<file path="src/include/axil_macros.svh">
`ifndef AXIL_MACROS_SVH
`define AXIL_MACROS_SVH

// Byte address width of every AXI-Lite port
`define AXIL_ADDR_WIDTH 12

// Data bus width, strobes follow as one bit per byte
`define AXIL_DATA_WIDTH 32

// Outstanding transactions per direction allowed through the pause gate
`define AXIL_MAX_TRANS 3

`endif

</file>
<file path="src/logic/axil_pkg.sv">
`default_nettype none

`include "axil_macros.svh"

package axil_pkg;

    typedef logic [`AXIL_ADDR_WIDTH-1:0]   addr_t;
    typedef logic [`AXIL_DATA_WIDTH-1:0]   data_t;
    typedef logic [`AXIL_DATA_WIDTH/8-1:0] strb_t;
    typedef logic [2:0]                    prot_t;

    typedef enum logic [1:0] {
        RESP_OKAY   = 2'b00,
        RESP_SLVERR = 2'b10
    } axil_resp_t;

    // Everything the manager drives
    typedef struct packed {
        addr_t aw_addr;
        prot_t aw_prot;
        logic  aw_valid;
        data_t w_data;
        strb_t w_strb;
        logic  w_valid;
        logic  b_ready;
        addr_t ar_addr;
        prot_t ar_prot;
        logic  ar_valid;
        logic  r_ready;
    } axil_req_t;

    // Everything the target drives
    typedef struct packed {
        logic       aw_ready;
        logic       w_ready;
        axil_resp_t b_resp;
        logic       b_valid;
        logic       ar_ready;
        data_t      r_data;
        axil_resp_t r_resp;
        logic       r_valid;
    } axil_rsp_t;

endpackage

`default_nettype wire

</file>
<file path="src/logic/regmap_pkg.sv">
`default_nettype none

`include "axil_macros.svh"

package regmap_pkg;

    typedef logic [2:0] reg_index_t;

    localparam int unsigned REG_COUNT        = 8;
    localparam int unsigned REG_INDEX_LSB    = 2;
    localparam int unsigned REG_WINDOW_BYTES = REG_COUNT * (`AXIL_DATA_WIDTH / 8);

    // Word index inside the window, byte offset dropped
    function automatic reg_index_t reg_index(input logic [`AXIL_ADDR_WIDTH-1:0] addr);
        return addr[REG_INDEX_LSB +: $bits(reg_index_t)];
    endfunction

    function automatic logic reg_mapped(input logic [`AXIL_ADDR_WIDTH-1:0] addr);
        return addr < REG_WINDOW_BYTES;
    endfunction

endpackage

`default_nettype wire

</file>
<file path="src/logic/axil_pause_gate.sv">
`timescale 1ns/1ps
`default_nettype none

`include "axil_macros.svh"

module axil_pause_gate
    import axil_pkg::*;
#(
    parameter int unsigned max_trans = `AXIL_MAX_TRANS
) (
    input  logic      seq,
    input  logic      arst_n,

    input  logic      pause_req,
    output logic      pause_ack,

    input  axil_req_t slv_req,
    output axil_rsp_t slv_rsp,

    output axil_req_t mst_req,
    input  axil_rsp_t mst_rsp
);

    localparam int unsigned cnt_width = $clog2(max_trans) + 1;

    typedef logic [cnt_width-1:0] cnt_t;

    cnt_t aw_cnt;
    cnt_t w_cnt;
    cnt_t ar_cnt;
    cnt_t aw_cnt_nxt;
    cnt_t w_cnt_nxt;
    cnt_t ar_cnt_nxt;

    logic aw_en;
    logic w_en;
    logic b_en;
    logic ar_en;
    logic r_en;

    logic aw_open;
    logic w_open;
    logic ar_open;

    logic aw_fire;
    logic w_fire;
    logic b_fire;
    logic ar_fire;
    logic r_fire;

    logic hold;

    // A direction at its limit waits for a response to retire one
    assign aw_open = aw_en && (aw_cnt != cnt_t'(max_trans));
    assign w_open  = w_en  && (w_cnt  != cnt_t'(max_trans));
    assign ar_open = ar_en && (ar_cnt != cnt_t'(max_trans));

    // Payloads pass straight through, only handshakes are gated
    always_comb begin
        mst_req          = slv_req;
        mst_req.aw_valid = aw_open && slv_req.aw_valid;
        mst_req.w_valid  = w_open  && slv_req.w_valid;
        mst_req.b_ready  = b_en    && slv_req.b_ready;
        mst_req.ar_valid = ar_open && slv_req.ar_valid;
        mst_req.r_ready  = r_en    && slv_req.r_ready;

        slv_rsp          = mst_rsp;
        slv_rsp.aw_ready = aw_open && mst_rsp.aw_ready;
        slv_rsp.w_ready  = w_open  && mst_rsp.w_ready;
        slv_rsp.b_valid  = b_en    && mst_rsp.b_valid;
        slv_rsp.ar_ready = ar_open && mst_rsp.ar_ready;
        slv_rsp.r_valid  = r_en    && mst_rsp.r_valid;
    end

    assign aw_fire = mst_req.aw_valid && mst_rsp.aw_ready;
    assign w_fire  = mst_req.w_valid  && mst_rsp.w_ready;
    assign b_fire  = mst_rsp.b_valid  && mst_req.b_ready;
    assign ar_fire = mst_req.ar_valid && mst_rsp.ar_ready;
    assign r_fire  = mst_rsp.r_valid  && mst_req.r_ready;

    // A B beat retires one address and one data beat
    assign aw_cnt_nxt = aw_cnt + cnt_t'(aw_fire) - cnt_t'(b_fire);
    assign w_cnt_nxt  = w_cnt  + cnt_t'(w_fire)  - cnt_t'(b_fire);
    assign ar_cnt_nxt = ar_cnt + cnt_t'(ar_fire) - cnt_t'(r_fire);

    assign hold = pause_req && pause_ack;

    always_ff @(posedge seq or negedge arst_n) begin
        if (!arst_n) begin
            aw_cnt    <= '0;
            w_cnt     <= '0;
            ar_cnt    <= '0;
            aw_en     <= 1'b0;
            w_en      <= 1'b0;
            b_en      <= 1'b0;
            ar_en     <= 1'b0;
            r_en      <= 1'b0;
            pause_ack <= 1'b1;
        end else if (!hold) begin
            aw_cnt <= aw_cnt_nxt;
            w_cnt  <= w_cnt_nxt;
            ar_cnt <= ar_cnt_nxt;

            if (pause_req) begin
                // Draining, the side that is ahead stops first
                if (aw_cnt_nxt >= w_cnt_nxt) begin
                    aw_en <= 1'b0;
                end
                if (w_cnt_nxt >= aw_cnt_nxt) begin
                    w_en <= 1'b0;
                end
                ar_en <= 1'b0;

                if (aw_cnt_nxt == '0 && w_cnt_nxt == '0) begin
                    b_en <= 1'b0;
                end
                if (ar_cnt_nxt == '0) begin
                    r_en <= 1'b0;
                end

                if (aw_cnt_nxt == '0 && w_cnt_nxt == '0 && ar_cnt_nxt == '0) begin
                    pause_ack <= 1'b1;
                end
            end else begin
                // Resume, also reopens after a withdrawn request
                aw_en     <= 1'b1;
                w_en      <= 1'b1;
                b_en      <= 1'b1;
                ar_en     <= 1'b1;
                r_en      <= 1'b1;
                pause_ack <= 1'b0;
            end
        end
    end

endmodule

`default_nettype wire

</file>
<file path="src/logic/axil_reg_bank.sv">
`timescale 1ns/1ps
`default_nettype none

`include "axil_macros.svh"

module axil_reg_bank
    import axil_pkg::*;
    import regmap_pkg::*;
(
    input  logic      seq,
    input  logic      arst_n,

    input  axil_req_t req,
    output axil_rsp_t rsp
);

    data_t regs [REG_COUNT];

    // Write address and data buffers
    logic  aw_full;
    addr_t aw_addr_q;
    logic  w_full;
    data_t w_data_q;
    strb_t w_strb_q;

    logic       b_valid;
    axil_resp_t b_resp_q;
    logic       r_valid;
    data_t      r_data_q;
    axil_resp_t r_resp_q;

    logic aw_fire;
    logic w_fire;
    logic b_fire;
    logic ar_fire;
    logic r_fire;
    logic write_go;

    logic       wr_mapped;
    reg_index_t wr_index;
    logic       rd_mapped;
    reg_index_t rd_index;

    always_comb begin
        rsp.aw_ready = !aw_full;
        rsp.w_ready  = !w_full;
        rsp.b_resp   = b_resp_q;
        rsp.b_valid  = b_valid;
        rsp.ar_ready = !r_valid;
        rsp.r_data   = r_data_q;
        rsp.r_resp   = r_resp_q;
        rsp.r_valid  = r_valid;
    end

    assign aw_fire = req.aw_valid && rsp.aw_ready;
    assign w_fire  = req.w_valid  && rsp.w_ready;
    assign b_fire  = b_valid      && req.b_ready;
    assign ar_fire = req.ar_valid && rsp.ar_ready;
    assign r_fire  = r_valid      && req.r_ready;

    // Write only once both halves are in and the last B is gone
    assign write_go = aw_full && w_full && !b_valid;

    assign wr_mapped = reg_mapped(aw_addr_q);
    assign wr_index  = reg_index(aw_addr_q);
    assign rd_mapped = reg_mapped(req.ar_addr);
    assign rd_index  = reg_index(req.ar_addr);

    always_ff @(posedge seq or negedge arst_n) begin
        if (!arst_n) begin
            aw_full <= 1'b0;
            w_full  <= 1'b0;
            b_valid <= 1'b0;
            r_valid <= 1'b0;
        end else begin
            if (aw_fire) begin
                aw_full <= 1'b1;
            end else if (write_go) begin
                aw_full <= 1'b0;
            end

            if (w_fire) begin
                w_full <= 1'b1;
            end else if (write_go) begin
                w_full <= 1'b0;
            end

            if (write_go) begin
                b_valid <= 1'b1;
            end else if (b_fire) begin
                b_valid <= 1'b0;
            end

            if (ar_fire) begin
                r_valid <= 1'b1;
            end else if (r_fire) begin
                r_valid <= 1'b0;
            end
        end
    end

    always_ff @(posedge seq) begin
        if (aw_fire) begin
            aw_addr_q <= req.aw_addr;
        end

        if (w_fire) begin
            w_data_q <= req.w_data;
            w_strb_q <= req.w_strb;
        end

        if (write_go) begin
            if (wr_mapped) begin
                b_resp_q <= RESP_OKAY;
            end else begin
                b_resp_q <= RESP_SLVERR;
            end
        end

        // Unmapped reads give zero data
        if (ar_fire) begin
            if (rd_mapped) begin
                r_data_q <= regs[rd_index];
                r_resp_q <= RESP_OKAY;
            end else begin
                r_data_q <= '0;
                r_resp_q <= RESP_SLVERR;
            end
        end
    end

    always_ff @(posedge seq or negedge arst_n) begin
        if (!arst_n) begin
            for (int i = 0; i < REG_COUNT; i++) begin
                regs[i] <= '0;
            end
        end else if (write_go && wr_mapped) begin
            for (int b = 0; b < $bits(strb_t); b++) begin
                if (w_strb_q[b]) begin
                    regs[wr_index][8*b +: 8] <= w_data_q[8*b +: 8];
                end
            end
        end
    end

endmodule

`default_nettype wire

</file>
<file path="src/logic/axil_pause_top.sv">
`timescale 1ns/1ps
`default_nettype none

`include "axil_macros.svh"

module axil_pause_top
    import axil_pkg::*;
(
    input  logic      seq,
    input  logic      arst_n,

    input  logic      pause_req,
    output logic      pause_ack,

    input  axil_req_t mgr_req,
    output axil_rsp_t mgr_rsp
);

    // Between gate and register bank
    axil_req_t bank_req;
    axil_rsp_t bank_rsp;

    axil_pause_gate #(
        .max_trans (`AXIL_MAX_TRANS)
    ) gate0 (
        .seq       (seq),
        .arst_n    (arst_n),
        .pause_req (pause_req),
        .pause_ack (pause_ack),
        .slv_req   (mgr_req),
        .slv_rsp   (mgr_rsp),
        .mst_req   (bank_req),
        .mst_rsp   (bank_rsp)
    );

    axil_reg_bank bank0 (
        .seq    (seq),
        .arst_n (arst_n),
        .req    (bank_req),
        .rsp    (bank_rsp)
    );

endmodule

`default_nettype wire

</file>
<file path="config.mk">
export PLATFORM = sky130hd
export DESIGN_NAME = axil_pause_top
export DESIGN_NICKNAME = d
export VERILOG_FILES = /design/src/logic/axil_pkg.sv /design/src/logic/regmap_pkg.sv /design/src/logic/axil_pause_gate.sv /design/src/logic/axil_reg_bank.sv /design/src/logic/axil_pause_top.sv
export VERILOG_INCLUDE_DIRS = /design/src /design/src/include
export SDC_FILE = /design/constraint.sdc
export NUM_CORES = 1
export LEC_CHECK = 0
export BUFFER_PORTS_ARGS = -buffer_cell sky130_fd_sc_hd__clkbuf_2
export CAP_MARGIN = 0
export CORE_MARGIN = 4
export CORE_UTILIZATION = 60
export CTS_BUF_LIST = sky130_fd_sc_hd__clkbuf_16
export CTS_CLUSTER_SIZE = 20
export DETAILED_ROUTE_END_ITERATION = 12
export PLACE_DENSITY = 0.9
export SKIP_LAST_GASP = 1
export SLEW_MARGIN = 15
export SYNTH_ARGS = -nofsm -noshare
export SYNTH_HDL_FRONTEND = slang
export SYNTH_SLANG_ARGS = --single-unit
</file>
<file path="constraint.sdc">
create_clock -name seq -period 4 [get_ports seq]
set_input_delay 0 -clock seq [delete_from_list [all_inputs] [get_ports seq]]
set_output_delay 0 -clock seq [all_outputs]
set_load 0.01 [all_outputs]
</file>
* Yosys cells after proc, flatten, opt, wreduce, memory -nomap -nowiden *
Index checks and enable logic that the tools add are counted.

cells by class
  $lt $le $gt $ge = 7
  reduce and logical (&&, ||, !) cells = 41
  bitwise gates (word level) = 3
  add/sub/neg operators = 6
  muxes and demuxes = 42
  equality and inequality tests = 8

operators with widths
  kind                 number
  $mux 256             7
  $bwmux 256           4
  $demux 32 s3         4
  $bmux 32 s3          1
  $mux 32              3
  $logic_and 1x1->1    25
  $lt 12x6->1 const B  2
  $mux 24              1
  $mux 1               18
  $mux 16              1
  $ne 2x1->1 const B   5
  $reduce_and 2->1     5
  $add 3x1->3          3
  $logic_not 3->1      3
  $ne 3x2->1 const B   3
  $sub 3x1->3          3
  $ge 4x4->1 const B   2
  $mux 8               1
  $not 3->4            2
  $reduce_bool 2->1    4
  $ge 3x3->1           2
  $logic_not 1->1      4
  $lt 4x1->1 const B   1
  $mux 2               2
  $not 1->1            1

storage, ports and cells
  output and inout bits = 42
  flip-flop bits (word level) = 359

* Depth between registers and ports, before layout *
Gate-level depths: netlist (run 1).

  depth after elaboration = 16
  mapped depth = 14
  mapped depth without buffers = 14

* Modules after synthesis *
Synthesis (run 1) repeated with hierarchy kept, for this count alone.

second synthesis, totals
  cell total of the unflattened synthesis = 1064
  area, all modules = 16636.0 sq um

modules (own cells, without submodules)
  module           cells an instance  instances  area each (sq um)
  axil_reg_bank    856                1          14865.5
  axil_pause_gate  208                1          1770.4

* Worst setup path before layout (run 1) *
OpenSTA, ideal clock, no wires.

  kind = register to register
  from = register gate0.aw_cnt[2]
  to = register gate0.aw_en
  arrival time = 3.014 ns
  required time = 3.884 ns
  cell stages (with the launch flop) = 14
  path slack = 0.870 ns
  clock period less this slack = 3.130 ns
  library setup time = 0.116 ns
  buffers on the path = 0
  cells stage by stage = dfrtp_1 > inv_1 > a311oi_1 > nand2_1 > ha_1 > inv_1 > ha_1 > fa_1 > xnor2_1 > xnor2_1 > inv_1 > ha_1 > nor2b_1 > o311ai_0

on the way
  longest elaborated chain between the ends = 9

ends and longest elaborated chain
  element                       RTL line                source
  start: declaration            axil_pause_gate.sv:28   cnt_t aw_cnt;
  start signal: assignment      axil_pause_gate.sv:100  aw_cnt <= aw_cnt_nxt;
  $ne 3x2->1                    axil_pause_gate.sv:54   assign aw_open = aw_en && (aw_cnt != cnt_t'(max_trans));
  $logic_and 1x1->1             axil_pause_gate.sv:54
  $logic_and 1x1->1             axil_pause_gate.sv:61   mst_req.aw_valid = aw_open && slv_req.aw_valid;
  $logic_and 1x1->1             axil_pause_gate.sv:75   assign aw_fire = mst_req.aw_valid && mst_rsp.aw_ready;
  $add 3x1->3 *                 axil_pause_gate.sv:82   assign aw_cnt_nxt = aw_cnt + cnt_t'(aw_fire) - cnt_t'(b_fire);
  $sub 3x1->3 *                 axil_pause_gate.sv:82
  via gate0.aw_cnt_nxt[2]       axil_pause_gate.sv:31   cnt_t aw_cnt_nxt;
  $ge 3x3->1 *                  axil_pause_gate.sv:106  if (aw_cnt_nxt >= w_cnt_nxt) begin
  $ne 2x1->1 (no line) *        --
  $reduce_and 2->1 (no line) *  --
  end signal: assignment        axil_pause_gate.sv:93   aw_en <= 1'b0;
  end signal: assignment        axil_pause_gate.sv:107  aw_en <= 1'b0;
  end signal: assignment        axil_pause_gate.sv:126  aw_en <= 1'b1;
  end: declaration              axil_pause_gate.sv:35   logic aw_en;

The timed path passes the listed nets; every way through them passes the cells marked *.
A chain may end at the register's enable or synchronous reset.

* Worst setup path in the final report (run 1) *
Ends and elaborated chain as after synthesis.

==> results of run 1 <==
==> registers in the layout, indices dropped and copies added, names as in the netlist, 3 cells and up <==
name / flops
bank0.w_data_q: 32
gate0.ar_cnt: 3
bank0.regs: 256
gate0.w_cnt: 3
bank0.w_strb_q: 4
bank0.r_data_q: 32
bank0.aw_addr_q: 10
gate0.aw_cnt: 3
==> cells by family (layout without fill, tap and decap cells) <==
kind of cell	after synthesis	after routing	share of synthesized area (%)
muxes	356	356	30.8
other	1	2	0.0243
and+or+nand+nor	116	116	5.36
AOI/OAI and AO/OA	20	20	0.860
adders and majority gates	11	11	1.04
DFF	355	355	60.2
buffers and inverters	49	251	1.30
xor gates and xnor gates	6	6	0.430
==> critical path, cell delays in order, from the launching register on <==
cell      delay, ns
dfrtp_1        0.37
inv_1          0.05
a311oi_1       0.30
nand2_1        0.14
ha_1           0.29
inv_1          0.04
ha_1           0.20
fa_1           0.42
xnor2_1        0.15
xnor2_1        0.34
inv_1          0.09
ha_1           0.32
nor2b_1        0.15
o311ai_0       0.25
==> layer usage <==
layer	wire length [um]	vias up
li1	-	3751
met1	13600	4566
met2	16900	239
met3	1570	62
met4	757	0
met5	0	-
==> cell usage in the layout, fill, tap and decap left out, types with 2 or more instances in the layout <==
cell	instances
dfrtp_1	274
mux2_2	237
clkbuf_2	101
edfxtp_1	80
mux4_2	64
dlygate4sd3_1	52
clkbuf_16	39
nor2_1	38
mux2i_1	33
nor2_4	32
inv_1	29
nand2_1	18
mux2_4	16
ha_1	8
buf_4	8
clkinv_1	7
nand2b_1	6
nor2b_1	6
mux2_1	6
o21ai_0	6
clkinv_2	6
xnor2_1	4
nand4_4	4
a21oi_1	4
a311oi_1	3
inv_2	3
fa_1	3
and2_1	2
nand3_1	2
conb_1	2
buf_12	2
==> report_power, final <==
group          leakage [nW]  total (mW)  switching (mW)  internal, mW
clock network         0.605        3.20            1.37          1.83
logic                  3.17        1.38           0.794         0.581
registers              4.53        4.22           0.226          3.99
==> layout make-up <==
type | count | area, um2
flip-flops and latches | 355 | 9290
fillers | 1547 | 7270
multi-input cells | 511 | 5940
repair buffers | 164 | 1140
clock buffers | 39 | 976
well taps | 330 | 413
clock inverters | 29 | 150
inverters | 19 | 71.3
==> how the worst min path moves through the flow <==
stage,endpoint,slack [ns],cells past startpoint,startpoint
CTS,gate0.ar_cnt[0],0.1,5,mgr_req[1]
global route,gate0.ar_cnt[0],0.14,5,mgr_req[1]
global placement,bank0.regs[78],0.17,1,arst_n
detailed placement,bank0.regs[110],0.18,1,arst_n
finish,gate0.ar_cnt[0],0.13,5,mgr_req[1]
floorplan,bank0.aw_full,-0.30,0,arst_n
==> run metrics, run 1 <==
Slew Viols, Final 0; synthesis warning total 0; Rel. slew slack 29.4%; Num Clock Sinks 355; DR WL/cell 22.7 um; PostCTS Resize Cnt 0; M3 GR Usage 4.04%; Setup crit start gate0.aw_cnt[2]; post-route setup slack 0.786 ns; sequential share of the synthesized area 60.2%; distinct cell type count after synthesis 44; worst reg2reg path depth 13; worst flop-to-flop path startpoint gate0.aw_cnt[2]; final core utilization 71.2%; Final Hold Fails 0; Commonest cells post-synth dfrtp_1, mux2_2, edfxtp_1, mux4_2, nor2_1; Post-Layout Cell Count 1447; Post-synth top flop dfrtp_1; status completed; overall routing resource usage 24.0%; placed insts 1327; grt ovf 0; met2 usage 41.0%; critical path endpoint category flop; Setup Buffers After CTS 0; mapped cell area 15400 um2; met1 GRT Util 32.3%; Place WS 0.804 ns; flop2flop setup slack 0.79 ns; cts hold-fix bufs 52; H-tree depth 2; hold crit path type input port to flop; placed wire-length estimate 19.3 mm; share of cells above drive strength 1 46.6%; number of synthesized flops with an enable pin 80; Setup crit end gate0.aw_en; Die Wd 168 um; Net count, final 1173; IO Port Bufs 103; via count of the first global-routing pass 9598; Routed WL 32.8 mm; area leader, netlist dfrtp_1; Setup CP Type flop to flop; Placer Congestion 0.822; crit start category flop; DRC Markers 0; # diodes 0; num rows 58; RSZ-0062 raised after global routing no; PwrDens 489 nW/um2; clk buf depth 3; fin crit share 80.3%; final setup vio count 0; first-pass GRT wire length 53.4 mm; most area-consuming cells after synthesis dfrtp_1, mux2_2, edfxtp_1; Clock Skew 0.0132 ns; Starting Density 61.1%; antenna-violating nets left 0; Leak 8.31 nW; Crit Path Max Fanout 4; DIE AREA 28300 um2; Mapped Cells 914; Mean Syn Cell Area 16.9 um2; # IOs 116; Die Y 168 um; clk slew on worst S/H paths 0.06 ns; most numerous cell in the Yosys netlist dfrtp_1; Critical Path RT 4.40 ns; final setup TNS 0 ns; Async S/R FF share, synth 77.5%; total design power 8.79 mW; CTS tree done; Most Crowded Layer GR met2; initial antenna violation count 0; Max Cap Viol 0; DR vias 8618; Worst IR Drop VDD 337 uV; Yosys reg bits 355; Initial DRC Count 596; core area 25300 um2; R2R Path End gate0.aw_en; clk root buf clkbuf_16; tightest hold margin 0.131 ns; Critical Path AT 3.62 ns; Synth-to-Final Area Change 16.6%; TritonRoute pass-1 iters 5; Final Cell Area 18000 um2; Max Fclk 311 MHz; Post-DP Area 16300 um2; Clk Latency, worst-skew pair 0.52 ns; largest net degree at the start of global routing 130; Period minus WS final 3.21 ns; drt via density 5.96; Slew @ Worst Pin 1.06 ns; CTS Buf Count 37; share of the synthesized area in the top cell type 44.5%
(Power assumes the default switching activity.)
==> run 2: changes to the inputs <==
clock period = 3.1 ns   (was 4 ns; I/O delays follow)
==> run metrics, run 2 (same netlist as run 1, synthesis figures left out) <==
CP Buf/Inv Count 3 (unchanged); Crit Path Max Fanout 3 (-1); number of flip-flops in the largest register 256 (unchanged); Crit-path slowest cell dfrtp_1; tightest hold margin 0.118 ns (-0.0129 ns); Period minus WS final 2.93 ns (-0.281 ns); clk buf depth 3 (unchanged); crit start category flop; Slew @ Worst Pin 1.18 ns (+0.121 ns); placed wire-length estimate 20.3 mm (+5.0%); total design power 11.5 mW (+31%); Largest regs bank0.regs (256), bank0.r_data_q (32), bank0.w_data_q (32); Die Y 168 um (unchanged); Leak 8.36 nW (+0.65%); Place WS 0.0738 ns (-0.730 ns); post-route setup slack 0.167 ns (-0.619 ns); internal power 8.31 mW (+30%); Critical Path AT 3.36 ns (-0.26 ns); initial antenna violation count 0 (unchanged); num rows 58 (unchanged); critical path endpoint category flop; hold crit path type input port to async pin; drt via density 6.02 (+1.1%); via count of the first global-routing pass 9822 (+2.3%); clk slew on worst S/H paths 0.06 ns (about the same); Setup CP Type flop to flop; Fill cells 1520 (-1.7%); Die Wd 168 um (unchanged); RSZ-0062 raised after global routing yes; # IOs 116 (unchanged); Routed WL 34.5 mm (+5.3%); Clock Skew 0.0157 ns (+0.00252 ns); Combinational Power Share 16.9% (+1.3 points); fin crit share 94.6% (+14 points); DIE AREA 28300 um2 (unchanged); Rel. slew slack 21.2% (-8.3 points); Clk Latency, worst-skew pair 0.54 ns (+0.02 ns); Synth-to-Final Area Change 17.3%; Critical Path RT 3.53 ns (-0.87 ns); most frequent cells in the layout dfrtp_1, mux2_2, clkbuf_2, edfxtp_1, mux4_2; Final Hold Fails 0 (unchanged); clock power share 35.7% (-0.7 points); Psw 3.20 mW (+33%); Worst IR Drop VDD 511 uV (+52%); H-tree depth 2 (unchanged); IO Port Bufs 103 (unchanged); Num Clock Sinks 355 (unchanged); sequential share of power 47.4% (-0.6 points); Net count, final 1182 (+0.77%); Max Cap Viol 0 (unchanged); first-pass GRT wire length 55.1 mm (+3.1%); PwrDens 636 nW/um2 (+30%); Max Fclk 341 MHz (+9.6%); grt ovf 0 (unchanged); TritonRoute pass-1 iters 5 (unchanged); antenna-violating nets left 0 (unchanged); CTS tree done; clk root buf clkbuf_16; worst flop-to-flop path startpoint gate0.aw_cnt[2]; Initial DRC Count 658 (+10%); CP top delay family adder cells; Largest Register bank0.regs; status completed; largest net degree at the start of global routing 115 (-12%); Multi-input gate area 5970 um2 (+0.38%); CTS Buf Count 37 (unchanged); DR vias 8762 (+1.7%); Starting Density 61.1% (unchanged); DRC Markers 0 (unchanged); worst reg2reg path depth 13 (unchanged); # diodes 0 (unchanged); R2R Path End gate0.aw_en; Register Area 9290 um2 (unchanged); Placer Congestion 0.798 (-2.9%); share of cells above drive strength 1 46.8% (+0.20 points); flop2flop setup slack 0.17 ns (-0.62 ns); final setup vio count 0 (unchanged); Setup crit start gate0.aw_cnt[2]; Critical Path, Cell by Cell inv_1 > a311oi_2 > nand2_1 > ha_1 > inv_1 > ha_1 > fa_2 > xnor2_2 > xnor2_1 > inv_1 > ha_1 > nor2b_1 > o311ai_1; DR WL/cell 23.7 um (+4.7%); critical path's largest stage delay 0.40 ns (-0.02 ns); commonest non-fill, non-tap cell in the layout dfrtp_1; Sw Share 27.8% (+0.54 points); core area 25300 um2 (unchanged); overall routing resource usage 25.0% (+1.0 points); Slew Viols, Final 0 (unchanged); final setup TNS 0 ns (unchanged)
## run 2: final cells by class
type / count / area share, %
inverters: 19 / 0.394
clock buffers: 40 / 5.53
flip-flops and latches: 355 / 51.3
repair buffers: 173 / 6.89
multi-input cells: 511 / 33.0
well taps: 330 / 2.28
clock inverters: 27 / 0.636
## run 2: metrics by stage
step	instance area (um2)	util, %	instances
after floorplan	15400	-	915
after global placement	16400	65.1	1334
after detailed placement	16400	65.1	1334
after CTS	18100	71.5	1453
after global routing	18100	71.7	1455
final	18100	71.7	1455
## run 2: power by group through the flow
stage | Sequential [mW] | Combinational, mW | Clock (mW)
after floorplan | 5.44 | 1.19 | 0
after global placement | 5.49 | 1.69 | 0
after detailed placement | 5.51 | 1.76 | 0
after CTS | 5.44 | 1.87 | 4.14
after global routing | 5.49 | 2.15 | 4.35
final | 5.46 | 1.94 | 4.11
## run 2: how the worst max path moves through the flow
stage                        endpoint  depth (start not counted)
after floorplan           gate0.aw_en                         13
after global placement    gate0.aw_en                         13
after detailed placement  gate0.aw_en                         13
after CTS                 gate0.aw_en                         13
after global routing      gate0.aw_en                         13
final                     gate0.aw_en                         13
## run 2: routing by layer
layer	global-route usage, %	routed length (um)
met1	32.6	13500
met2	42.9	18000
met3	4.06	1830
met4	9.60	1190
met5	0	0
## run 2: repair_timing
item / CTS / global route
hold endpoints to repair: 167 / 0
gates resized for setup: 0 / 5
setup buffers: 0 / 2
setup endpoints to repair: 0 / 2
hold buffers: 52 / 0
==> run 3: changes to the inputs <==
CORE_MARGIN = unset   (was 4)
REMOVE_ABC_BUFFERS = 1   (was unset)
==> run metrics, run 3 (same netlist as run 1, synthesis figures left out) <==
placed insts 1332 (-0.15%); Synth-to-Final Area Change 17.4% (about the same); Rel. slew slack 50.6% (+29 points); Leak 8.34 nW (-0.29%); Setup crit end gate0.aw_en; failing checks hold timing, setup timing; clk root buf clkbuf_16; worst flop-to-flop path startpoint gate0.aw_cnt[2]; Starting Density 61.2% (+0.18 points); status finished, violations left; Clk Latency, worst-skew pair 0.52 ns (-0.02 ns); Setup crit start gate0.aw_cnt[2]; final setup vio count 1 (+1); # IOs 116 (unchanged); CP top delay family adder cells; Slew Viols, Final 0 (unchanged); # diodes 0 (unchanged); Slew @ Worst Pin 0.736 ns (-0.444 ns); DRC Markers 0 (unchanged); Crit-path slowest cell dfrtp_1; drt via density 5.99 (-0.58%); Max Cap Viol 0 (unchanged); Critical Path, Cell by Cell inv_2 > a311oi_2 > nand2_1 > ha_1 > inv_1 > ha_2 > fa_2 > xnor2_2 > xnor2_1 > inv_1 > ha_4 > nor2b_1 > o311ai_1; Initial DRC Count 702 (+6.7%); via count of the first global-routing pass 9380 (-4.5%); Final Hold Fails 13 (+13); Setup CP Type flop to flop; TritonRoute pass-1 iters 5 (unchanged); grt ovf 0 (unchanged); R2R Path End gate0.aw_en; CP Buf/Inv Count 3 (unchanged); Critical Path AT 3.54 ns (+0.18 ns); IO Port Bufs 103 (unchanged); Die Y 162 um (-3.6%); DR vias 8705 (-0.65%); Period minus WS final 3.13 ns (+0.192 ns); Routed WL 33.1 mm (-4.2%); first-pass GRT wire length 52.3 mm (-5.0%); WP depth 13 (unchanged); num rows 58 (unchanged); number of flip-flops in the largest register 256 (unchanged); tightest hold margin -0.0131 ns (-0.131 ns); critical path's largest stage delay 0.42 ns (+0.02 ns); final core utilization 71.9% (+0.27 points); critical path endpoint category flop; Post-Layout Cell Count 1454 (-0.069%); Largest Register bank0.regs; hold crit path type input port to async pin; Largest regs bank0.regs (256), bank0.r_data_q (32), bank0.w_data_q (32); DIE AREA 26400 um2 (-7.0%); Die Wd 162 um (-3.6%); Critical Path RT 3.51 ns (-0.02 ns); most frequent cells in the layout dfrtp_1, mux2_2, clkbuf_2, edfxtp_1, mux4_2; crit start category flop; placed wire-length estimate 19.0 mm (-6.1%); flop2flop setup slack -0.03 ns (-0.19 ns); Fill cells 1499 (-1.4%); Num Clock Sinks 355 (unchanged); largest net degree at the start of global routing 103 (-10%); overall routing resource usage 26.3% (+1.3 points); H-tree depth 2 (unchanged); Crit Path Max Fanout 3 (unchanged); commonest non-fill, non-tap cell in the layout dfrtp_1; Max Fclk 320 MHz (-6.2%); fin crit share 101% (+6.2 points); CTS tree done; Net count, final 1181 (-0.085%); Clock Skew 0.0227 ns (+0.00703 ns); most frequent CP cell inv_1; Placer Congestion 0.846 (+6.0%); clk buf depth 3 (unchanged); worst reg2reg path depth 13 (unchanged); initial antenna violation count 1 (+1); PwrDens 650 nW/um2 (+2.2%); CTS Buf Count 37 (unchanged); core area 25200 um2 (-0.29%); Worst IR Drop VDD 503 uV (-1.7%); post-route setup slack -0.0255 ns (-0.192 ns); share of cells above drive strength 1 47.9% (+1.1 points); antenna-violating nets left 0 (unchanged); DR WL/cell 22.8 um (-4.1%); clk slew on worst S/H paths 0.06 ns (about the same)
## run 3: cell count changes in the layout (fill, tap and decap cells not counted), moves of 2 or more
cell and delta:
ha_1 -2, clkinv_1 -2, inv_6 +2, clkbuf_16 -3, clkinv_2 +5, inv_1 -6, bufinv_16 +2, buf_12 -2
## run 3: repair_timing
| item | CTS | global route |
|---|---|---|
| gates cloned | 0 | 0 |
| pin swaps | 0 | 8 |
| endpoints found under the setup margin | 2 | 2 |
| setup buffers | 0 | 2 |
| endpoints found under the hold margin | 331 | 0 |
| resized for setup | 1 | 13 |
| hold buffers | 53 | 0 |
## run 3: layer usage
metal  track usage (%)  part of all wire, %  vias up
met5                 0                0.033        -
met4              9.09                  3.0        2
li1                  -                    -     3758
met1              35.7                   41     4577
met3              4.51                  5.1       83
met2              43.4                   50      285
## run 3: layout make-up
type,count,area [um2],share of cell area (%)
clock buffers,37,926,5.11
multi-input cells,511,6000,33.1
flip-flops and latches,355,9290,51.3
clock inverters,30,199,1.10
inverters,19,71.3,0.394
repair buffers,172,1220,6.71
well taps,330,413,2.28
## run 3: how the worst min path moves through the flow
stage,from,end,slack (ns),cells after the start
after floorplan,arst_n,bank0.aw_full,-0.30,0
after global placement,arst_n,bank0.regs[75],-0.08,1
after detailed placement,arst_n,bank0.regs[203],-0.07,1
after CTS,arst_n,bank0.regs[107],0.0009,2
after global routing,arst_n,bank0.regs[203],0.02,2
final,arst_n,bank0.regs[203],-0.01,2
## run 3: metrics by stage
step / setup slack (ns) / area, um2 / power (mW) / hold WS, ns / setup TNS, ns
global route: -0.0997 / 18100 / 12.2 / 0.0229 / -0.143
global placement: 0.164 / 16400 / 7.14 / -0.0757 / 0
finish: -0.0255 / 18100 / 11.8 / -0.0131 / -0.0255
detailed placement: 0.0779 / 16400 / 7.28 / -0.0706 / 0
CTS: 0.0129 / 18000 / 11.5 / 0.000867 / 0
floorplan: -0.0296 / 15300 / 6.56 / -0.296 / -0.0296
## run 3: worst register-to-register path: cells and delay by family (launching register included)
kind / cells / cell delay [ns]
AO/OA/AOI/OAI: 2 / 0.62
XOR/XNOR: 2 / 0.36
adder cells (fa/ha/maj): 4 / 1.09
buffers and inverters: 3 / 0.23
flip-flops: 1 / 0.42
AND/OR/NAND/NOR: 2 / 0.29
## run 3: where the power goes
part	switching [mW]	total, mW	internal [mW]
Sequential	0.320	5.47	5.15
Combinational	1.24	2.17	0.932
Clock	1.78	4.13	2.35
Total	3.34	11.8	8.43
